## src/gpu_core_pkg.sv

```systemverilog
package gpu_core_pkg;

    localparam int WARP_COUNT = 2;
    localparam int LANE_COUNT = 4;
    localparam int DATA_WIDTH = 16;
    localparam int REG_COUNT = 16;
    localparam int IMEM_ADDR_WIDTH = 8;

    // Read-only id registers inside each thread's register set
    localparam int WARP_ID_REG = 14;
    localparam int THREAD_ID_REG = 15;

    // Data words double as data memory addresses
    typedef logic [DATA_WIDTH-1:0] data_t;
    typedef logic [IMEM_ADDR_WIDTH-1:0] imem_addr_t;

    // opcode 15:12, rd 11:8, rs1 7:4, rs2 or immediate 3:0
    typedef logic [15:0] instruction_t;
    typedef logic [$clog2(REG_COUNT)-1:0] reg_addr_t;
    typedef logic [$clog2(WARP_COUNT)-1:0] warp_id_t;

    typedef enum logic [3:0] {
        OP_ADD   = 4'd0,
        OP_SUB   = 4'd1,
        OP_MUL   = 4'd2,
        OP_AND   = 4'd3,
        OP_ADDI  = 4'd4,
        OP_STORE = 4'd5,
        OP_HALT  = 4'd15
    } opcode_t;

    typedef enum logic [2:0] {
        WARP_IDLE,
        WARP_FETCH,
        WARP_DECODE,
        WARP_EXECUTE,
        WARP_STORE_WAIT,
        WARP_UPDATE,
        WARP_DONE
    } warp_state_t;

    typedef enum logic [1:0] {FETCH_IDLE, FETCH_REQUEST, FETCH_DONE} fetch_state_t;

    typedef enum logic {STORE_IDLE, STORE_REQUEST} store_state_t;

endpackage

```

## src/vector_reg_file.sv

```systemverilog
`timescale 1ns/1ps

module vector_reg_file import gpu_core_pkg::*; (
    input  logic      clk,
    input  logic      reset,
    input  warp_id_t  warp_id,
    input  logic      write_enable,
    input  reg_addr_t rd,
    input  reg_addr_t rs1,
    input  reg_addr_t rs2,
    input  data_t     result [LANE_COUNT],
    output data_t     rs1_data [LANE_COUNT],
    output data_t     rs2_data [LANE_COUNT]
);

    data_t regs [LANE_COUNT][REG_COUNT];
    logic  writable;

    // r0 and the two id registers are fixed
    assign writable = write_enable && (rd != '0) &&
                      (int'(rd) != WARP_ID_REG) && (int'(rd) != THREAD_ID_REG);

    function automatic data_t read_reg(int lane, reg_addr_t addr);
        data_t value;
        if (addr == '0)
            value = '0;
        else if (int'(addr) == WARP_ID_REG)
            value = data_t'(warp_id);
        else if (int'(addr) == THREAD_ID_REG)
            value = data_t'(lane);
        else
            value = regs[lane][addr];
        return value;
    endfunction

    always_ff @(posedge clk) begin
        if (reset) begin
            for (int l = 0; l < LANE_COUNT; l++) begin
                for (int r = 0; r < REG_COUNT; r++) begin
                    regs[l][r] <= '0;
                end
            end
        end else if (writable) begin
            // All lanes are always active
            for (int l = 0; l < LANE_COUNT; l++) begin
                regs[l][rd] <= result[l];
            end
        end
    end

    always_comb begin
        for (int l = 0; l < LANE_COUNT; l++) begin
            rs1_data[l] = read_reg(l, rs1);
            rs2_data[l] = read_reg(l, rs2);
        end
    end

endmodule

```

## config.mk

```make
export PLATFORM = sky130hd
export DESIGN_NAME = vector_reg_file
export DESIGN_NICKNAME = d
export VERILOG_FILES = /design/src/gpu_core_pkg.sv /design/src/vector_reg_file.sv
export SDC_FILE = /design/constraint.sdc
export NUM_CORES = 2
export LEC_CHECK = 0
export BUFFER_PORTS_ARGS = -buffer_cell sky130_fd_sc_hd__buf_4
export CAP_MARGIN = 20
export CORE_MARGIN = 10
export CORE_UTILIZATION = 50
export CTS_BUF_LIST = sky130_fd_sc_hd__clkbuf_2
export DETAILED_ROUTE_END_ITERATION = 6
export GPL_ROUTABILITY_DRIVEN = 0
export PLACE_DENSITY = 0.69
export SYNTH_ARGS = -nofsm -noshare
export SYNTH_HDL_FRONTEND = slang
export SYNTH_SLANG_ARGS = --single-unit
```

## constraint.sdc

```tcl
create_clock -name clk -period 2.23 [get_ports clk]
set_clock_uncertainty 0.05 [all_clocks]
set_input_delay 0.446 -clock clk [delete_from_list [all_inputs] [get_ports clk]]
set_output_delay 0.446 -clock clk [all_outputs]
set_load 0.1 [all_outputs]
```

==> results.toml <==
[grt]
grt_usage_pct = 29.6
grt_overflow = 0
grt_pass1_vias = 39600
grt_pass1_wl_um = 250000
grt_max_degree = 142
antenna_found_initial = 6

[pwr]
power.total_uw = 42300
power_density_nw_per_um2 = 644
clkPwrFrac_pct = 31.0
p_switching_uw = 13200
intPower_uw = 29100
pwr-share-seq_pct = 48.8
switching_share_pct = 31.1
p_leak_uw = 0.0231
vdd_drop_max_mv = 0.397
pwr-share-comb_pct = 20.1

[hold_path]
hp-class = "in -> reg"

[synth]
synth_flop_cell = "edfxtp_1"
synth_edf_count = 522
netlist_area_um2 = 49800
syn_inst = 4122
synth.distinct_cells = 62
ys_async_sr_fraction_pct = 0
yosysSeqAreaShare_pct = 51.2
syn_avg_cell_area_um2 = 12.1
yosysWarnings = 0
ys_ff_latch = 1013

[drt]
drt_iter0_drc = 4487
wl_per_cell_um = 27.0
firstDrtPassIters = 6
drc = 0
via_per_inst = 6.21
vias = 39400
antenna_left = 0
route.final.wire_length_um = 171000

[final_layout]
n_fill_cell = 6933
area_growth_pct = 31.9
top_register = "regs"
largest_reg_flops = 1013
top_regs = "regs: 1013 flops"
nNetsFinal = 4943
layout-drive-gt1-share_pct = 39.8

[critical_path]
worst_setup_path_start_kind = "flip-flop"
crit_family = "multiplexers"
required_ps = 1730
critPathMaxFanout = 2
max_stage_delay_ps = 480
critPathArrivalTime_ps = 3130
crit_chain = "mux4_2 -> nor2b_1 -> a211oi_1 -> buf_4 -> nor3_4 -> buf_12"
path_buf_inv = 2
cp-end-kind = "primary output"
worstSetupPathType = "reg -> out"
cpMaxStageDelayCell = "mux4_2"

[die]
ios = 208
die-area_um2 = 113000
fp.dieH_um = 336
start_util_pct = 50.5
coreArea_um2 = 98600
die_width_um = 336
num_rows = 115

[sta]
rsz0062_at_grt = "yes"
setup_viol = 225
max_slew_margin_pct = 29.5
timing.final.ws_setup_ps = -1400
finalHoldViolations = 0
fmax_mhz = 276
fin_worst_hold_slack_ps = 105
finalCriticalPeriod_ps = 3630
tightest_slew_ps = 1060
fin_crit_sh_pct = 163
slew_viol_final = 0

[clock_tree]
cts.sinks = 1013
clock_latency_ps = 1510
clk_pin_slew_ps = 110
clock_path_buffers = 4
root_buffer = "clkbuf_2"
tritoncts = "yes"
h-tree-depth = 5
numCtsBuffers = 282

[status]
violations = "negative setup slack"
status = "finished with violations"

[flow_run]
cap_viol_max_count = 0

[placed_design]
hpwlAfterDp_um = 105000
io_buffers = 207
## logic make-up after synthesis
family          Yosys count  share of synthesized area, %
flops                  1013                          51.2
simple gates           1341                          12.6
mux                     695                          24.9
other cells               1                       0.00753
compound gates          642                          6.88
buf+inv                 430                          4.38
## worst min-delay path, stage by stage
cell and delay, ps:
dlymetal6s4s_1 290, buf_4 160, buf_4 160, nand4b_1 110, buf_4 120, nor4_4 30, buf_4 190, nand2_1 90
a21oi_1 60
## metal layers
| metal | global-route usage (%) | wire [um] | vias up |
|---|---|---|---|
| met5 | 0 | 49 | - |
| met4 | 13.5 | 7800 | 8 |
| met3 | 7.45 | 19200 | 519 |
| met2 | 46.8 | 80800 | 2514 |
| met1 | 38.2 | 63500 | 19500 |
| li1 | - | - | 16900 |
## final timing paths
| check | end | slack (ps) | startpoint | depth (start not counted) |
|---|---|---|---|---|
| setup / recovery | rs2_data[17] | -1400 | regs[2][241] | 6 |
| hold / removal | regs[3][43] | 110 | rd[3] | 9 |
| setup reg to reg | regs[2][226] | 940 | regs[2][226] | 3 |
| hold reg to reg | regs[2][46] | 420 | regs[2][46] | 2 |
## power groups by stage
stage	clock network (uW)	logic, uW	registers (uW)
5_1_grt	14300	8790	20700
2_1_floorplan	0	5000	20900
4_1_cts	13200	8280	20600
3_5_place_dp	0	7210	21100
6_report	13100	8520	20700
3_3_place_gp	0	7160	21000
## final cells by class
cell class	count	area, um2	share of cell area (%)
Tap cell	1287	1610	2.45
Inverter	5	23.8	0.0362
Multi-Input combinational cell	2725	25800	39.3
Sequential cell	1013	25600	38.9
Antenna cell	8	20.0	0.0305
Clock inverter	60	313	0.476
Timing Repair Buffer	836	10300	15.6
Clock buffer	411	2060	3.13
## cells in the mapped netlist, types with 2 or more instances
cell | count | area share (%)
nand2_1 | 783 | 5.9
edfxtp_1 | 522 | 31
dfxtp_1 | 491 | 20
a21oi_1 | 461 | 4.6
mux4_2 | 436 | 20
mux2i_1 | 254 | 5.1
clkbuf_1 | 195 | 1.5
and2_1 | 165 | 2.1
buf_2 | 121 | 1.2
nor2b_1 | 106 | 1.3
o22ai_1 | 98 | 1.2
and3_1 | 86 | 1.1
nand3_1 | 74 | 0.74
buf_4 | 64 | 0.96
nor2_1 | 64 | 0.48
o21ai_0 | 52 | 0.52
nand2b_1 | 30 | 0.38
buf_6 | 23 | 0.52
buf_1 | 21 | 0.16
a211oi_1 | 8 | 0.12
a31oi_1 | 5 | 0.063
mux2_2 | 5 | 0.11
nor3_1 | 5 | 0.050
inv_1 | 4 | 0.030
a22oi_1 | 3 | 0.045
nand4b_1 | 3 | 0.053
or4_1 | 3 | 0.045
a31o_2 | 2 | 0.035
and2_0 | 2 | 0.025
nor4_2 | 2 | 0.050
o211ai_1 | 2 | 0.030
or3_1 | 2 | 0.025
## repair_timing
item                                    in CTS  in global routing
resized for setup                          591                114
pin swaps                                   85                 50
buffers inserted                            10                 18
endpoints found under the setup margin     128                240
endpoints found under the hold margin     1477                410
hold buffers                               157                  5
gates cloned                                 0                  5
## metrics by stage
stage / cell area (um2) / util, % / std cells / setup slack [ps] / TNS (ps)
6_report: 65700 / 66.7 / 6345 / -1400 / -165870
5_1_grt: 65700 / 66.6 / 6340 / -1560 / -179100
4_1_cts: 64900 / 65.8 / 6319 / -1510 / -171780
3_5_place_dp: 58400 / 59.2 / 5683 / -563 / -85730
3_3_place_gp: 58400 / 59.2 / 5683 / -596 / -85210
2_1_floorplan: 52800 / - / 4167 / -553 / -26120
## cells in the final DEF (no fill, tap or decap), types with 5 or more instances in the layout
cell | netlist | routed
a21oi_1 | 461 | 428
a21oi_2 | 0 | 24
a21oi_4 | 0 | 9
and2_1 | 165 | 160
and3_1 | 86 | 81
buf_12 | 0 | 277
buf_4 | 64 | 388
buf_8 | 0 | 6
clkbuf_2 | 1 | 411
clkinv_1 | 0 | 47
clkinv_2 | 0 | 7
conb_1 | 1 | 46
dfxtp_1 | 491 | 428
dfxtp_2 | 0 | 63
diode_2 | 0 | 8
dlygate4sd3_1 | 0 | 156
edfxtp_1 | 522 | 522
mux2_2 | 5 | 5
mux2i_1 | 254 | 105
mux2i_2 | 0 | 62
mux2i_4 | 0 | 87
mux4_2 | 436 | 436
nand2_1 | 783 | 773
nand2_2 | 0 | 7
nand2b_1 | 30 | 22
nand2b_2 | 0 | 6
nand3_1 | 74 | 70
nor2_1 | 64 | 63
nor2b_1 | 106 | 92
nor2b_4 | 0 | 12
o21ai_0 | 52 | 7
o21ai_1 | 1 | 10
o21ai_2 | 0 | 15
o21ai_4 | 0 | 21
o22ai_2 | 0 | 8
o22ai_4 | 0 | 89
(Power assumes the default switching activity.)
