## config.mk

```make
export PLATFORM = sky130hd
export DESIGN_NAME = instruction_decoder
export DESIGN_NICKNAME = d
export VERILOG_FILES = /design/src/gpu_core_pkg.sv /design/src/instruction_decoder.sv
export SDC_FILE = /design/constraint.sdc
export NUM_CORES = 1
export LEC_CHECK = 0
export ABC_AREA = 1
export BUFFER_PORTS_ARGS = -buffer_cell sky130_fd_sc_hd__buf_2
export CAP_MARGIN = 20
export CELL_PAD_IN_SITES_DETAIL_PLACEMENT = 0
export CELL_PAD_IN_SITES_GLOBAL_PLACEMENT = 2
export CORE_ASPECT_RATIO = 0.9
export CORE_MARGIN = 5
export CORE_UTILIZATION = 19
export CTS_BUF_LIST = sky130_fd_sc_hd__clkbuf_4 sky130_fd_sc_hd__clkbuf_8
export DETAILED_ROUTE_END_ITERATION = 12
export PLACE_DENSITY_LB_ADDON = 0.1
export SKIP_LAST_GASP = 1
export SYNTH_ARGS = -nofsm -noshare
export SYNTH_HDL_FRONTEND = slang
export SYNTH_SLANG_ARGS = --single-unit
```

## constraint.sdc

```tcl
create_clock -name clk -period 0.8 [get_ports clk]
set_input_delay 0 -clock clk [delete_from_list [all_inputs] [get_ports clk]]
set_output_delay 0 -clock clk [all_outputs]
set_load 0.005 [all_outputs]
```

## src/gpu_core_pkg.sv

```systemverilog
package gpu_core_pkg;

    localparam int WARP_COUNT = 2;
    localparam int LANE_COUNT = 4;
    localparam int DATA_WIDTH = 16;
    localparam int REG_COUNT = 16;
    localparam int IMEM_ADDR_WIDTH = 8;

    // Read-only id registers inside each thread's register set
    localparam int WARP_ID_REG = 14;
    localparam int THREAD_ID_REG = 15;

    // Data words double as data memory addresses
    typedef logic [DATA_WIDTH-1:0] data_t;
    typedef logic [IMEM_ADDR_WIDTH-1:0] imem_addr_t;

    // opcode 15:12, rd 11:8, rs1 7:4, rs2 or immediate 3:0
    typedef logic [15:0] instruction_t;
    typedef logic [$clog2(REG_COUNT)-1:0] reg_addr_t;
    typedef logic [$clog2(WARP_COUNT)-1:0] warp_id_t;

    typedef enum logic [3:0] {
        OP_ADD   = 4'd0,
        OP_SUB   = 4'd1,
        OP_MUL   = 4'd2,
        OP_AND   = 4'd3,
        OP_ADDI  = 4'd4,
        OP_STORE = 4'd5,
        OP_HALT  = 4'd15
    } opcode_t;

    typedef enum logic [2:0] {
        WARP_IDLE,
        WARP_FETCH,
        WARP_DECODE,
        WARP_EXECUTE,
        WARP_STORE_WAIT,
        WARP_UPDATE,
        WARP_DONE
    } warp_state_t;

    typedef enum logic [1:0] {FETCH_IDLE, FETCH_REQUEST, FETCH_DONE} fetch_state_t;

    typedef enum logic {STORE_IDLE, STORE_REQUEST} store_state_t;

endpackage

```

## src/instruction_decoder.sv

```systemverilog
`timescale 1ns/1ps

module instruction_decoder import gpu_core_pkg::*; (
    input  logic         clk,
    input  logic         reset,
    input  warp_state_t  warp_state,
    input  instruction_t instruction,
    output opcode_t      opcode,
    output reg_addr_t    rd,
    output reg_addr_t    rs1,
    output reg_addr_t    rs2,
    output data_t        imm
);

    opcode_t   next_opcode;
    reg_addr_t next_rd;

    always_comb begin
        case (instruction[15:12])
            OP_ADD, OP_SUB, OP_MUL, OP_AND, OP_ADDI, OP_STORE, OP_HALT: begin
                next_opcode = opcode_t'(instruction[15:12]);
                next_rd = instruction[11:8];
            end
            default: begin
                // Unknown code becomes an add into r0, which drops the write
                next_opcode = OP_ADD;
                next_rd = '0;
            end
        endcase
    end

    always_ff @(posedge clk) begin
        if (reset) begin
            opcode <= OP_ADD;
            rd <= '0;
            rs1 <= '0;
            rs2 <= '0;
            imm <= '0;
        end else if (warp_state == WARP_DECODE) begin
            opcode <= next_opcode;
            rd <= next_rd;
            rs1 <= instruction[7:4];
            rs2 <= instruction[3:0];
            imm <= data_t'(instruction[3:0]);
        end
    end

endmodule

```

==> summary.md, run 1 <==
| Metric | Value |
|---|---|
| Most common cell after layout, fill and taps aside | `buf_2` |
| Nets@finish | `between 150 and 200` |
| Sequential area share after synthesis | `0.3902` |
| Crit start category | `register` |
| Cell chain of the critical path | `buf_2` |
| Clock buffer depth | `2` |
| H-tree levels | `1` |
| Max Clock Skew | `0 ps` |
| # setup viols final | `0` |
| Minimum clock period | `~740 ps` |
| Most frequent cells in the layout | `40 x buf_2, 39 x nand2_1, 16 x dfxtp_1` |
| Final Cycle Share | `0.9197` |
| Final wirelength | `2163 um` |
| First-pass GRT wire length | `approximately 3400 um` |
| Clock latency on the worst-skew pair | `240 ps` |
| Post-Syn Area | `820.8 sq um` |
| Initial Util | `0.1988` |
| Clock slew at reported path FFs | `70 ps` |
| Die height | `72.36 um` |
| Setup bufs post-CTS | `0` |
| Top Ports | `53` |
| Top cell family by delay on the critical path | `flip-flops` |
| GPL Wtd Cong | `approximately 0.64` |
| Worst Path Required | `800 ps` |
| WS Path Type | `reg -> out` |
| Congestion Overflow GR | `0` |
| Fillers | `between 400 and 500` |
| Worst Hold Class | `in -> reg` |
| Clk sinks | `16` |
| Seq. cell area | `320.3 sq um` |
| Largest stage delay, worst path | `360 ps` |
| Worst setup startpoint | `imm[0]$_SDFFE_PP0N_` |
| Synthesized flop and latch total | `16` |
| Status | `complete, no violations` |
| PortBufs | `40` |
| All-Layer GR Usage | `0.07555` |
| Die area | `between 5000 and 6000 sq um` |
| Setup TNS | `0 ps` |
| Worst EP arrival | `740 ps` |
| Buf/Inv on CP | `1` |
| RSZ-0062 raised after global routing | `no` |
| Area of the multi-input gates | `around 340 sq um` |
| Core area | `4129 sq um` |
| Pre-CTS setup slack | `-22.84 ps` |
| Share of layout cells above drive strength 1 | `0.3620` |
| DRT Pass-1 Iters | `4` |
| Initial antenna violation count | `0` |
| Root buf cell | `clkbuf_8` |
| DP Cell Count | `194` |
| Pin count of the biggest net entering global routing | `17` |
| Final Max Tran Viols | `0` |
| Worst vdd ir | `about 0.61 mV` |
| DR WL/cell | `10.25 um` |
| DRT iter0 DRCs | `7` |
| Slowest CP cell | `dfxtp_1` |
| CP endpoint kind | `output pin` |
| Vias per inst | `3.664` |
| Syn Inst Count | `110` |
| DRC errors left | `0` |
| CTS tree | `built` |
| Final-report hold violation count | `0` |
| Pwr dens | `1580 nW/um^2` |
| Max Cap Violations | `0` |
| Worst R2R Start | `opcode[1]$_SDFFE_PP0N_` |
| Routed vias | `773` |
| Diode count | `0` |
| Worst-path maximum fanout | `3` |
| Cell taking the most area after synthesis | `dfxtp_1` |
| Cell area after placement | `996.0 sq um` |
| Post-route setup slack | `64.27 ps` |
| Synth top area cells | `dfxtp_1 39%, nand2_1 18%, buf_4 15%` |
| Post-Layout Cell Count | `about 210` |
| Share of the synthesized area in the top cell type | `0.3902` |
| Area growth syn-to-layout | `43.90%` |
| Ys Warns | `0` |
| Dpl hpwl | `1635 um` |
| Final ANT Viol Nets | `0` |
| F_max | `1359 MHz` |
| Syn avg cell area | `roughly 7.5 sq um` |
| Die width | `79.28 um` |
| Hold path startpoint | `instruction[14]` |
| Vias in the first global route | `a little under 800` |
| TritonCTS Buffers | `3` |
| Post-route cell area | `1181 sq um` |
| Leak Pwr | `0.6194 nW` |
| Final core occ | `0.2861` |
| Post-cts sizing count | `0` |
| Synth unique cells | `16` |
| Row Count | `22` |
layout make-up:
| class | instances | area share |
|---|---|---|
| well taps | 48 | 0.05085 |
| flip-flops and latches | 16 | 0.2712 |
| multi-input cells | 74 | 0.2839 |
| inverters | 12 | 0.04237 |
| clock buffers | 4 | 0.04661 |
| repair buffers | 57 | 0.3051 |
cell usage after synthesis:
cell / count
buf_4: 16
buf_2: 1
nand2_2: 3
nand2_4: 1
conb_1: 1
nand2_1: 39
inv_1: 11
nor2_2: 1
o21ai_2: 1
inv_6: 1
buf_12: 1
nor2_1: 1
buf_6: 1
a21oi_2: 4
a21oi_1: 12
dfxtp_1: 16
final timing paths:
path,depth (start not counted),to,slack [ps]
setup / recovery,1,imm[0],60
hold / removal,3,opcode[2]$_SDFFE_PP0N_,8
setup reg to reg,4,opcode[1]$_SDFFE_PP0N_,150
hold reg to reg,2,rs1[1]$_SDFFE_PP0N_,470
cells by family (layout without fill, tap and decap cells):
family          count (synthesis)  after routing  share of synthesized area
simple gates                   45             45                     0.2271
compound gates                 17             17                     0.1265
other cells                     1             12                   0.004569
flops                          16             16                     0.3902
buf+inv                        31             73                     0.2515
sequential cells by signal, indices dropped and copies added, names as in the netlist:
| signal | cells |
|---|---|
| imm | 4 |
| opcode | 4 |
| rd | 4 |
| rs1 | 4 |
timing repair:
item / in CTS / in global routing
endpoints found under the hold margin: 13 / 0
hold buffers: 13 / 0
endpoints found under the setup margin: 0 / 0
power breakdown:
group / internal [W] / switching, W / total (W)
Sequential: 0.000828 / 0.0000157 / 0.000844
Clock: 0.000436 / 0.000290 / 0.000727
Combinational: 0.000149 / 0.000147 / 0.000296
metrics by stage:
step,total power (W),hold slack (ps)
2_1_floorplan,0.001051,136.2
3_3_place_gp,0.001116,254.5
3_5_place_dp,0.001115,257.0
4_1_cts,0.001912,0.5592
5_1_grt,0.002001,9.214
6_report,0.001867,8.311
routing by layer:
metal	GRT usage	part of all wire	vias up	wire (um)
li1	-	-	411	-
met1	0.08420	0.44	329	956
met2	0.1336	0.47	31	1013
met3	0.01737	0.083	2	180
met4	0.04008	0.0055	0	12
met5	0	0	-	0
(Power assumes the default switching activity.)
==> run 2, diff against run 1 <==
CTS_BUF_LIST = sky130_fd_sc_hd__clkbuf_2   (was sky130_fd_sc_hd__clkbuf_4 sky130_fd_sc_hd__clkbuf_8)
GPL_TIMING_DRIVEN = 0   (was not set)
==> summary.md, run 2 (synthesis gave the netlist of run 1 again) <==
| Metric | Value |
|---|---|
| Status | `finished, violations left` |
| Failing checks | `setup timing` |
| DRT Pass-1 Iters | `4 (unchanged)` |
| Seq. cell area | `340.3 sq um (+6.2%)` |
| Initial antenna violation count | `0 (unchanged)` |
| Vias per inst | `3.712 (+1.3%)` |
| First-pass GRT wire length | `3822 um (+11%)` |
| Top cell family by delay on the critical path | `flip-flops` |
| All-Layer GR Usage | `0.08519 (+0.009650)` |
| Cell area after placement | `1117 sq um (+12%)` |
| Worst Hold Class | `in -> reg` |
| Core area | `4129 sq um (unchanged)` |
| Leak Pwr | `0.7219 nW (+17%)` |
| GPL Wtd Cong | `0.7182 (+12%)` |
| DP Cell Count | `208 (+7.2%)` |
| Area of the multi-input gates | `335.3 sq um (unchanged)` |
| PortBufs | `39 (-2.5%)` |
| Die area | `5736 sq um (unchanged)` |
| RSZ-0062 raised after global routing | `yes` |
| F_max | `1149 MHz (-15%)` |
| Worst vdd ir | `0.3263 mV (-46%)` |
| Post-route cell area | `1398 sq um (+18%)` |
| Max Clock Skew | `0 ps (unchanged)` |
| Initial Util | `0.1988 (unchanged)` |
| Final core occ | `0.3385 (+0.05242)` |
| Area growth syn-to-layout | `70.27%` |
| DR WL/cell | `10.28 um (+0.28%)` |
| # setup viols final | `4 (+4)` |
| Row Count | `22 (unchanged)` |
| Buf/Inv on CP | `2 (+1)` |
| H-tree levels | `1 (unchanged)` |
| Clk sinks | `16 (unchanged)` |
| Most common cell after layout, fill and taps aside | `nand2_1` |
| Cell chain of the critical path | `buf_6 > buf_6` |
| Nets@finish | `203 (+9.7%)` |
| Share of layout cells above drive strength 1 | `0.4862 (+0.1242)` |
| Final wirelength | `2354 um (+8.8%)` |
| Worst Path Required | `800 ps (about the same)` |
| Crit start category | `register` |
| Post-Layout Cell Count | `229 (+8.5%)` |
| Diode count | `0 (unchanged)` |
| Final ANT Viol Nets | `0 (unchanged)` |
| Routed vias | `850 (+10%)` |
| Largest stage delay, worst path | `370 ps (about the same)` |
| CTS tree | `built` |
| CP endpoint kind | `output pin` |
| Dpl hpwl | `1663 um (+1.7%)` |
| Minimum clock period | `870.1 ps (+134.4 ps)` |
| Root buf cell | `clkbuf_2` |
| Worst EP arrival | `870 ps (+130 ps)` |
| Clock slew at reported path FFs | `160 ps (+90 ps)` |
| Top Ports | `53 (unchanged)` |
| Congestion Overflow GR | `0 (unchanged)` |
| Clock buffer depth | `2 (unchanged)` |
| Most frequent cells in the layout | `39 x nand2_1, 31 x buf_2, 17 x dlygate4sd3_1` |
| Die width | `79.28 um (unchanged)` |
| Final-report hold violation count | `0 (unchanged)` |
| WS Path Type | `reg -> out` |
| Final Cycle Share | `1.088 (+0.1680)` |
| Setup TNS | `-263.1 ps (-263.1 ps)` |
| Pin count of the biggest net entering global routing | `11 (-6)` |
| Final Power | `0.001631 W (-13%)` |
| Slowest CP cell | `dfxtp_2` |
| Final Max Tran Viols | `0 (unchanged)` |
| TritonCTS Buffers | `3 (unchanged)` |
| Fillers | `455 (-4.0%)` |
| Post-route setup slack | `-70.11 ps (-134.4 ps)` |
| DRT iter0 DRCs | `17 (+10)` |
| Vias in the first global route | `870 (+12%)` |
| Cell mode on critical path | `buf_6` |
| DRC errors left | `0 (unchanged)` |
| Die height | `72.36 um (unchanged)` |
| Pwr dens | `1167 nW/um^2 (-26%)` |
| Clock latency on the worst-skew pair | `290 ps (+50 ps)` |
| Worst-path maximum fanout | `3 (unchanged)` |
| Max Cap Violations | `0 (unchanged)` |
-- run 2: worst reg2reg max path, stage by stage (launching register included) --
cell and delay [ps]:
dfxtp_2 360, inv_1 40, nand2_1 60, nand2_1 50, a21oi_1 110
-- run 2: power by group --
group / switching (W) / total, W / internal (W)
clock: 0.000278 / 0.000386 / 0.000109
combinational: 0.000165 / 0.000392 / 0.000227
sequential: 0.0000183 / 0.000853 / 0.000834
total: 0.000460 / 0.00163 / 0.00117
-- run 2: stage by stage --
step,hold slack (ps),setup slack (ps)
final,52.04,-70.11
after global routing,39.16,-144.4
after CTS,25.66,-111.1
after detailed placement,254.0,-44.22
after global placement,246.6,-29.93
after floorplan,136.2,166.5
-- run 2: what timing repair did --
item | CTS | global route
gates cloned | 0 | 0
resized for setup | 23 | 6
setup buffers | 0 | 0
hold buffers | 16 | 2
endpoints found under the hold margin | 16 | 3
setup endpoints to repair | 18 | 26
pin swaps | 0 | 0
-- run 2: layout make-up --
cell class	instances	share of cell area
Clock inverter	1	0.002686
Clock buffer	3	0.01074
Sequential cell	16	0.2435
Timing Repair Buffer	56	0.3017
Inverter	12	0.03581
Multi-Input combinational cell	74	0.2399
Tap cell	48	0.04297
Buffer	19	0.1226
-- run 2: worst paths after layout --
| path | startpoint | to | slack [ps] | cells past startpoint |
|---|---|---|---|---|
| setup / recovery | imm[0]$_SDFFE_PP0N_ | rs2[0] | -70 | 2 |
| hold / removal | instruction[12] | opcode[3]$_SDFFE_PP0N_ | 50 | 5 |
| setup reg to reg | rd[3]$_SDFFE_PP0N_ | rd[3]$_SDFFE_PP0N_ | 130 | 4 |
| hold reg to reg | rs1[0]$_SDFFE_PP0N_ | rs1[0]$_SDFFE_PP0N_ | 470 | 2 |
-- run 2: metal layers --
| metal | vias up | track usage | wire length, um |
|---|---|---|---|
| li1 | 447 | - | - |
| met1 | 366 | 0.1037 | 1088 |
| met2 | 33 | 0.1421 | 1090 |
| met3 | 4 | 0.01613 | 145 |
| met4 | 0 | 0.04580 | 29 |
| met5 | - | 0 | 0 |
