### src/gpu_core_pkg.sv
package gpu_core_pkg;

    localparam int WARP_COUNT = 2;
    localparam int LANE_COUNT = 4;
    localparam int DATA_WIDTH = 16;
    localparam int REG_COUNT = 16;
    localparam int IMEM_ADDR_WIDTH = 8;

    // Read-only id registers inside each thread's register set
    localparam int WARP_ID_REG = 14;
    localparam int THREAD_ID_REG = 15;

    // Data words double as data memory addresses
    typedef logic [DATA_WIDTH-1:0] data_t;
    typedef logic [IMEM_ADDR_WIDTH-1:0] imem_addr_t;

    // opcode 15:12, rd 11:8, rs1 7:4, rs2 or immediate 3:0
    typedef logic [15:0] instruction_t;
    typedef logic [$clog2(REG_COUNT)-1:0] reg_addr_t;
    typedef logic [$clog2(WARP_COUNT)-1:0] warp_id_t;

    typedef enum logic [3:0] {
        OP_ADD   = 4'd0,
        OP_SUB   = 4'd1,
        OP_MUL   = 4'd2,
        OP_AND   = 4'd3,
        OP_ADDI  = 4'd4,
        OP_STORE = 4'd5,
        OP_HALT  = 4'd15
    } opcode_t;

    typedef enum logic [2:0] {
        WARP_IDLE,
        WARP_FETCH,
        WARP_DECODE,
        WARP_EXECUTE,
        WARP_STORE_WAIT,
        WARP_UPDATE,
        WARP_DONE
    } warp_state_t;

    typedef enum logic [1:0] {FETCH_IDLE, FETCH_REQUEST, FETCH_DONE} fetch_state_t;

    typedef enum logic {STORE_IDLE, STORE_REQUEST} store_state_t;

endpackage

### src/instruction_fetcher.sv
`timescale 1ns/1ps

module instruction_fetcher import gpu_core_pkg::*; (
    input  logic         clk,
    input  logic         reset,
    input  warp_state_t  warp_state,
    input  imem_addr_t   pc,
    input  logic         instr_read_ready,
    input  instruction_t instr_read_data,
    output logic         instr_read_valid,
    output imem_addr_t   instr_read_address,
    output fetch_state_t fetch_state,
    output instruction_t instruction
);

    logic request_start;
    logic transfer;

    assign request_start = (fetch_state == FETCH_IDLE) && (warp_state == WARP_FETCH);
    assign transfer = instr_read_valid && instr_read_ready;
    assign instr_read_valid = (fetch_state == FETCH_REQUEST);

    always_ff @(posedge clk) begin
        if (reset) begin
            fetch_state <= FETCH_IDLE;
        end else begin
            case (fetch_state)
                FETCH_IDLE:    if (request_start) fetch_state <= FETCH_REQUEST;
                FETCH_REQUEST: if (transfer) fetch_state <= FETCH_DONE;
                // Hold the word until the scheduler has moved the warp on
                FETCH_DONE:    if (warp_state != WARP_FETCH) fetch_state <= FETCH_IDLE;
                default:       fetch_state <= FETCH_IDLE;
            endcase
        end
    end

    always_ff @(posedge clk) begin
        if (request_start) instr_read_address <= pc;
        if (transfer) instruction <= instr_read_data;
    end

    a_fetch_hold: assert property (@(posedge clk) disable iff (reset)
        (instr_read_valid && !instr_read_ready) |=>
            (instr_read_valid && $stable(instr_read_address)));

endmodule

### config.mk
export PLATFORM = sky130hd
export DESIGN_NAME = instruction_fetcher
export DESIGN_NICKNAME = d
export VERILOG_FILES = /design/src/gpu_core_pkg.sv /design/src/instruction_fetcher.sv
export SDC_FILE = /design/constraint.sdc
export NUM_CORES = 1
export LEC_CHECK = 0
export BUFFER_PORTS_ARGS = -buffer_cell sky130_fd_sc_hd__buf_2
export CORE_ASPECT_RATIO = 1.4
export CORE_MARGIN = 1
export CORE_UTILIZATION = 39
export DETAILED_ROUTE_END_ITERATION = 12
export GPL_ROUTABILITY_DRIVEN = 1
export PLACE_DENSITY = 0.87
export SYNTH_ARGS = -nofsm -noshare
export SYNTH_HDL_FRONTEND = slang
export SYNTH_SLANG_ARGS = --single-unit
### constraint.sdc
create_clock -name clk -period 2.25 [get_ports clk]
set_clock_uncertainty 0.1 [all_clocks]
set_input_delay 0 -clock clk [delete_from_list [all_inputs] [get_ports clk]]
set_output_delay 0 -clock clk [all_outputs]
set_load 0.01 [all_outputs]
==> results of run 1 <==
-- per-layer routing --
metal	up-vias	GRT usage, %
met5	-	0
met4	0	5.71
met3	2	2.37
met2	41	30.4
met1	283	19.2
li1	316	-
-- worst max-delay path, cell delays in order, from the launching register on --
cell and delay [ns]:
dfxtp_1 0.36, or4b_4 0.56, dlygate4sd3_1 0.57, o21ai_0 0.16
-- cell families (layout without fill, tap and decap cells) --
family                 after synthesis  count (layout)  share of synthesized area (%)
and+or+nand+nor                      7               7                           6.61
AOI/OAI and AO/OA                    2               2                           2.10
buffers and inverters                0              90                              0
DFF                                 26              26                           91.3
-- area by class of cell --
type	instances	area [sq um]
Timing Repair Buffer	86	578
Fill cell	145	533
Sequential cell	26	761
Multi-Input combinational cell	9	72.6
Clock buffer	3	22.5
Tap cell	21	26.3
Clock inverter	1	3.75
-- Yosys cell counts (all sizes together) --
cell type | count | area share [%]
a211oi | 1 | 1.5
or2b | 1 | 0.90
edfxtp | 24 | 86
o21ai | 1 | 0.60
nor2b | 1 | 0.75
or4b | 1 | 1.7
or4bb | 1 | 1.4
nor2 | 1 | 0.45
dfxtp | 2 | 4.8
and2 | 1 | 0.75
nand2b | 1 | 0.75
-- stage by stage --
stage | power, mW | setup WS, ns
3_3_place_gp | 0.599 | 0.732
3_5_place_dp | 0.603 | 0.668
2_1_floorplan | 0.565 | 0.500
5_1_grt | 0.846 | 0.412
6_report | 0.816 | 0.439
4_1_cts | 0.817 | 0.434
-- sequential cells by signal, summed over array words and instances (netlist names) --
name	flops
instruction	16
instr_read_address	8
fetch_state	2
-- power by group --
group / internal, mW / switching, mW
logic: 0.0598 / 0.0285
clock network: 0.0646 / 0.122
registers: 0.538 / 0.00329
total: 0.663 / 0.154
-- worst min-delay path by stage --
| stage | cells past startpoint | startpoint | end | slack (ns) |
|---|---|---|---|---|
| 4_1_cts | 4 | warp_state[1] | instr_read_address[2] | 0.15 |
| 5_1_grt | 4 | warp_state[1] | instr_read_address[4] | 0.15 |
| 6_report | 4 | warp_state[1] | instr_read_address[6] | 0.15 |
| 3_3_place_gp | 1 | pc[3] | instr_read_address[3] | 0.08 |
| 3_5_place_dp | 1 | instr_read_data[9] | instruction[9] | 0.08 |
| 2_1_floorplan | 1 | reset | fetch_state[0] | -0.04 |
-- repair_timing --
action	CTS	global route
hold buffers	29	0
hold endpoints to repair	26	0
setup buffers	0	0
endpoints found under the setup margin	0	0
==> flow_summary.yaml, run 1 <==
routing:
  drc_errors: 0
  drt-total-wl_mm: 1.91
  top_layer_used: "met4"
  drtPass1Iterations: 2
  drtIter0Drc: 8
  wl_met1_microns: 724
  wl_met3_microns: 172
  wl_met2_microns: 994
  vias_per_cell: 4.40
  routedWlPerCell_microns: 13.0
  antenna_left: 0
  vias: 642
die:
  row_count: 19
  pin_count: 57
  fp.dieW_microns: 41.1
  chipHeight_microns: 56.7
  fp.coreArea_sq_mm: 0.00200
  initial_core_util_pct: 41.7
  die-area_sq_mm: 0.00233
setup_path:
  r2r_end: "fetch_state[1]"
  r2r_cells: 3
  worstSetupStartpoint: "fetch_state[0]"
  path_class: "flip-flop to flip-flop"
  worstPathArrival_ns: 1.95
  worstSetupEndpointType: "flip-flop"
  rrSetupSlack_ns: 0.44
  endpoint: "fetch_state[1]"
  r2r-start: "fetch_state[0]"
  cp-start-kind: "flip-flop"
  required_ns: 2.38
  critPathMaxFanout: 5
clock_tree:
  cts_tree: "done"
  cts_buffer_depth: 2
  cts-root-buf: "clkbuf_4"
  cts_resized: 0
  cts-buffers-inserted: 3
  cts.reportedPaths.clkPinSlew_ns: 0.13
  h-tree-depth: 1
  cts_sinks: 26
  clk_latency_ns: 0.30
status:
  status: "finished clean"
global_routing:
  grt.overflow.total: 0
  first_global_vias: 619
  grt_first_pass_wirelength_mm: 2.60
  antenna_found_initial: 0
  grt.total_usage_pct: 17.1
  grt_max_degree: 17
placement:
  place_inst: 113
  dpl.hpwl_mm: 1.26
  place_area_sq_mm: 0.00115
  gp_congestion: 0.583
  port_buffers: 56
layout:
  finalInstanceArea_sq_mm: 0.00146
  utilization_pct: 73.3
  final_cell_mix: "buf_2 (56), dlygate4sd3_1 (29), edfxtp_1 (24), clkbuf_4 (3), dfxtp_1 (2)"
  nets: 156
  diodes: 0
  final_common_cell: "buf_2"
  syn2layout_area_growth_pct: 75.7
  drive_gt1_share_pct: 49.6
  final_cells: 146
timing:
  hold_viol: 0
  tightestPinTransition_ns: 0.670
  worst_slew_margin_rel_pct: 55.3
  max_freq_mhz: 552
  report.final.slew_viol_count: 0
  rsz0062_at_grt: "no"
  holdWs_ns: 0.148
  min_period_ns: 1.81
  timing.final.crit_share_pct: 80.5
  tns_ns: 0
  setup_viol: 0
logic_synthesis:
  synth_seq_cells: 26
  ys_types: 11
  postSynthCellCount: 35
  seq_area_frac_synth_pct: 91.3
  synth.cell_area_sq_um: 833
  syn_nets: 65
  syn_area_per_cell_sq_um: 23.8
  yosys_warnings: 0
power_and_ir_drop:
  powerDensity_mw_per_mm2: 558
  power.leakage_nw: 0.625
  ir_worst_vdd_uv: 387
flow_run:
  drv_cap: 0
min_path:
  hold_class: "input pin to flip-flop"
Note: power is estimated with default switching activity, not from simulation.
==> inputs of run 2 (changes only) <==
==> constraint.sdc (replaced) <==
create_clock -name clk -period 1.7 [get_ports clk]
set_clock_uncertainty 0.1 [all_clocks]
set_input_delay 0 -clock clk [delete_from_list [all_inputs] [get_ports clk]]
set_output_delay 0 -clock clk [all_outputs]
set_load 0.01 [all_outputs]
==> run 2 against run 1 <==
  * Clock power grew 39%
  * Cell count rose by 0.68%
  * Critical path type unchanged
  * Worst setup slack got worse by 0.30 ns
  * Non-clock buffer count rose by 1
  * Core utilization is 0.50 points higher
  * Die area unchanged
  * Largest cell class unchanged
  * Flip-flop and latch count did not move
  * Global-route usage shrank 0.74 points
  * Register-to-register slack lost 0.30 ns
==> flow_summary.yaml, run 2 (same netlist as run 1, synthesis figures left out) <==
setup_path:
  r2r-start: "fetch_state[0]"
  worstPathArrival_ns: 1.51
  r2r_end: "instr_read_address[3]"
  required_ns: 1.65
  rrSetupSlack_ns: 0.14
  cp-start-kind: "flip-flop"
  worstSetupStartpoint: "fetch_state[0]"
  critPathMaxFanout: 8
  worstSetupEndpointType: "flip-flop"
  r2r_cells: 3
  path_class: "flip-flop to flip-flop"
global_routing:
  first_global_vias: 574
  grt_max_degree: 17
  grt.overflow.total: 0
  grt_first_pass_wirelength_mm: 2.39
  grt.total_usage_pct: 16.4
  antenna_found_initial: 0
placement:
  place_inst: 114
  gp_congestion: 0.662
  port_buffers: 56
layout:
  reg_top3: "instruction: 16 flops, instr_read_address: 8 flops, fetch_state: 2 flops"
  drive_gt1_share_pct: 50.8
  utilization_pct: 73.8
  syn2layout_area_growth_pct: 76.9
  diodes: 0
  largest_reg_flops: 16
  final_common_cell: "buf_2"
  nets: 157
  final_cell_mix: "buf_2 (56), dlygate4sd3_1 (29), edfxtp_1 (24), clkbuf_4 (3)"
  final_cells: 147
  largest-register: "instruction"
clock_tree:
  cts_buffer_depth: 2
  cts-root-buf: "clkbuf_4"
  cts_sinks: 26
  clk_latency_ns: 0.32
  h-tree-depth: 1
  cts.reportedPaths.clkPinSlew_ns: 0.13
  cts-buffers-inserted: 3
  cts_resized: 0
  cts_tree: "done"
min_path:
  min_from: "pc[6]"
  worstHoldPathCells: 2
  min_to: "instr_read_address[6]"
  hold_class: "input pin to flip-flop"
routing:
  vias_per_cell: 4.45
  drtIter0Drc: 7
  drc_errors: 0
  drt-total-wl_mm: 1.78
  routedWlPerCell_microns: 12.1
  drtPass1Iterations: 2
  vias: 654
  antenna_left: 0
timing:
  rsz0062_at_grt: "no"
  report.final.slew_viol_count: 0
  tns_ns: 0
  hold_viol: 0
  min_period_ns: 1.56
  max_freq_mhz: 641
  tightestPinTransition_ns: 0.220
  holdWs_ns: 0.271
  setup_viol: 0
  worst_slew_margin_rel_pct: 85.3
  timing.final.crit_share_pct: 91.8
die:
  pin_count: 57
  chipHeight_microns: 56.7
  fp.dieW_microns: 41.1
  initial_core_util_pct: 41.7
  fp.coreArea_sq_mm: 0.00200
  die-area_sq_mm: 0.00233
  row_count: 19
power_and_ir_drop:
  power.leakage_nw: 0.630
  ir_worst_vdd_uv: 481
  powerDensity_mw_per_mm2: 742
status:
  status: "finished clean"
flow_run:
  drv_cap: 0
-- run 2: cell types whose count changed in the layout (fill, tap and decap cells not counted), sizes merged --
| cell | before | now |
|---|---|---|
| buf | 57 | 58 |
-- run 2: worst max-delay path, cell delays in order, from the launching register on --
cell and delay (ns):
dfxtp_1 0.36, or4b_4 0.56, nor2_2 0.10, buf_4 0.17
-- run 2: area by class of cell --
| class | instances | area [sq um] |
|---|---|---|
| flip-flops and latches | 26 | 761 |
| repair buffers | 87 | 586 |
| fillers | 126 | 523 |
| multi-input cells | 9 | 75.1 |
| well taps | 21 | 26.3 |
| clock buffers | 3 | 22.5 |
| clock inverters | 1 | 3.75 |
-- run 2: power by group --
group	leakage (nW)	internal [mW]	switching [mW]	total, mW
Sequential	0.234	0.712	0.00365	0.716
Combinational	0.380	0.0806	0.0374	0.118
Clock	0.0154	0.0861	0.173	0.259
Total	0.630	0.879	0.214	1.09
-- run 2: layer usage --
layer | global-route usage [%] | up-vias | part of all wire [%]
met1 | 15.5 | 289 | 39
met5 | 0 | - | 0
met3 | 7.51 | 5 | 13
li1 | - | 317 | -
met4 | 11.4 | 0 | 2.5
met2 | 25.7 | 43 | 45
-- run 2: stage by stage --
step / setup slack (ns) / total power, mW / area (sq um)
final: 0.140 / 1.09 / 1470
after global routing: 0.113 / 1.13 / 1470
after CTS: 0.145 / 1.09 / 1470
after detailed placement: 0.157 / 0.797 / 1160
after global placement: 0.189 / 0.794 / 1160
after floorplan: 0.0809 / 0.748 / 836
-- run 2: how the worst max path moves through the flow --
stage / end / cells past startpoint
floorplan: instruction[0] / 2
global placement: instr_read_address[5] / 3
detailed placement: instr_read_address[5] / 3
CTS: instr_read_address[3] / 3
global route: instr_read_address[3] / 3
finish: instr_read_address[3] / 3
-- run 2: what timing repair did --
action,CTS,global route
hold buffers,29,0
endpoints found under the hold margin,26,0
setup buffers,0,0
==> inputs of run 3 (changes only) <==
--- a/config.mk
+++ b/config.mk
@@ -12,6 +12,7 @@
 export DETAILED_ROUTE_END_ITERATION = 12
 export GPL_ROUTABILITY_DRIVEN = 1
 export PLACE_DENSITY = 0.87
+export RECOVER_POWER = 50
 export SYNTH_ARGS = -nofsm -noshare
 export SYNTH_HDL_FRONTEND = slang
 export SYNTH_SLANG_ARGS = --single-unit
==> run 3 against run 2 <==
  * Critical endpoint unchanged
  * Combinational power about the same
  * Global-route usage unchanged
  * Hold slack improved by 0.00082 ns
  * Worst setup slack improved by 0.0011 ns
  * Power decreased by 0.19%
  * Count of clock-buffer cells in the layout unchanged
  * Sequential share of layout area increased by 0.67 points
  * Maximum frequency about the same
==> flow_summary.yaml, run 3 (same netlist as run 1, synthesis figures left out) <==
status:
  status: "finished clean"
placement:
  place_inst: 114
  pre_cts_ws_ns: 0.157
  port_buffers: 56
  gp_congestion: 0.662
power_and_ir_drop:
  ir_worst_vdd_uv: 481
  p_sw_uw: 214
  p_int_uw: 877
  power.leakage_nw: 0.588
  switching_share_pct: 19.6
  clockPowerShare_pct: 23.7
  p_comb_share_pct: 10.6
  seqPwrFrac_pct: 65.6
  total_power_mw: 1.09
  powerDensity_mw_per_mm2: 750
die:
  pin_count: 57
  row_count: 19
  chipHeight_microns: 56.7
  fp.coreArea_sq_mm: 0.00200
  initial_core_util_pct: 41.7
  fp.dieW_microns: 41.1
  die-area_sq_mm: 0.00233
clock_tree:
  clk_latency_ns: 0.32
  cts-root-buf: "clkbuf_4"
  cts_resized: 0
  cts_buffer_depth: 2
  cts_setup_buffers: 0
  cts-buffers-inserted: 3
  cts_sinks: 26
  h-tree-depth: 1
  cts.reportedPaths.clkPinSlew_ns: 0.13
  cts_tree: "done"
  cts_hold_buf: 29
routing:
  drt-total-wl_mm: 1.80
  routedWlPerCell_microns: 12.3
  antenna_left: 0
  drc_errors: 0
  vias_per_cell: 4.41
  drtPass1Iterations: 2
  vias: 648
  drtIter0Drc: 4
setup_path:
  required_ns: 1.65
  worst_path_largest_cell_delay_ns: 0.56
  worstSetupEndpointType: "flip-flop"
  worstPathArrival_ns: 1.51
  critPathMaxFanout: 8
  crit_slowest_cell: "or4b_4"
  path_class: "flip-flop to flip-flop"
  cp-start-kind: "flip-flop"
  r2r_cells: 3
  crit_chain: "or4b_4, nor2_2, buf_4"
timing:
  report.final.slew_viol_count: 0
  setup_viol: 0
  rsz0062_at_grt: "no"
  layout_setup_ws_ns: 0.141
  hold_viol: 0
  min_period_ns: 1.56
  holdWs_ns: 0.272
  timing.final.crit_share_pct: 91.7
  tightestPinTransition_ns: 0.220
  tns_ns: 0
  worst_slew_margin_rel_pct: 85.3
  max_freq_mhz: 642
min_path:
  hold_class: "input pin to flip-flop"
  worstHoldPathCells: 2
global_routing:
  grt_max_degree: 17
  antenna_found_initial: 0
  grt.total_usage_pct: 16.4
  grt_first_pass_wirelength_mm: 2.39
  grt.overflow.total: 0
  first_global_vias: 574
layout:
  largest-register: "instruction"
  syn2layout_area_growth_pct: 74.6
  nets: 157
  final_cell_mix: "buf_2 (41), dlygate4sd3_1 (29), edfxtp_1 (24), clkbuf_1 (15), clkbuf_4 (3)"
  reg_top3: "instruction: 16 flops, instr_read_address: 8 flops, fetch_state: 2 flops"
  final_common_cell: "buf_2"
  drive_gt1_share_pct: 38.9
  diodes: 0
  final_cells: 147
  largest_reg_flops: 16
flow_run:
  drv_cap: 0
-- run 3: cell count changes in the layout (fill, tap and decap cells not counted) --
| cell | previous run | this run |
|---|---|---|
| buf_2 | 56 | 41 |
| clkbuf_1 | 0 | 15 |
-- run 3: worst max-delay path, delay by kind of cell, from the launching register on --
family,cells,cell delay [ns]
buffers and inverters,1,0.17
flip-flops,1,0.36
AND/OR/NAND/NOR,2,0.66
-- run 3: power groups by stage --
| stage | registers, mW | clock network [mW] | logic, mW |
|---|---|---|---|
| after detailed placement | 0.730 | 0 | 0.0668 |
| final | 0.716 | 0.259 | 0.116 |
| after floorplan | 0.737 | 0 | 0.0111 |
| after global routing | 0.718 | 0.289 | 0.126 |
| after global placement | 0.730 | 0 | 0.0638 |
| after CTS | 0.716 | 0.259 | 0.119 |
-- run 3: path summary, 6_finish.rpt --
check	slack [ns]	start	to
max	0.14	fetch_state[0]	instr_read_address[3]
min	0.27	pc[6]	instr_read_address[6]
max reg2reg	0.14	fetch_state[0]	instr_read_address[3]
min reg2reg	0.46	fetch_state[1]	fetch_state[0]
-- run 3: routing by layer --
metal	GRT usage, %	up-vias	share of wire (%)
met1	15.5	283	40
met4	11.4	0	2.5
met3	7.51	5	14
met2	25.7	43	44
met5	0	-	0
li1	-	317	-
-- run 3: final cells by class --
type | instances | area (sq um)
repair buffers | 87 | 567
well taps | 21 | 26.3
fillers | 131 | 542
multi-input cells | 9 | 75.1
clock buffers | 3 | 22.5
clock inverters | 1 | 3.75
flip-flops and latches | 26 | 761
-- run 3: per-stage QoR --
step | area (sq um) | utilization, %
2_1_floorplan | 836 | -
3_3_place_gp | 1160 | 58.0
3_5_place_dp | 1160 | 58.0
4_1_cts | 1470 | 73.8
5_1_grt | 1460 | 72.9
6_report | 1460 | 72.9
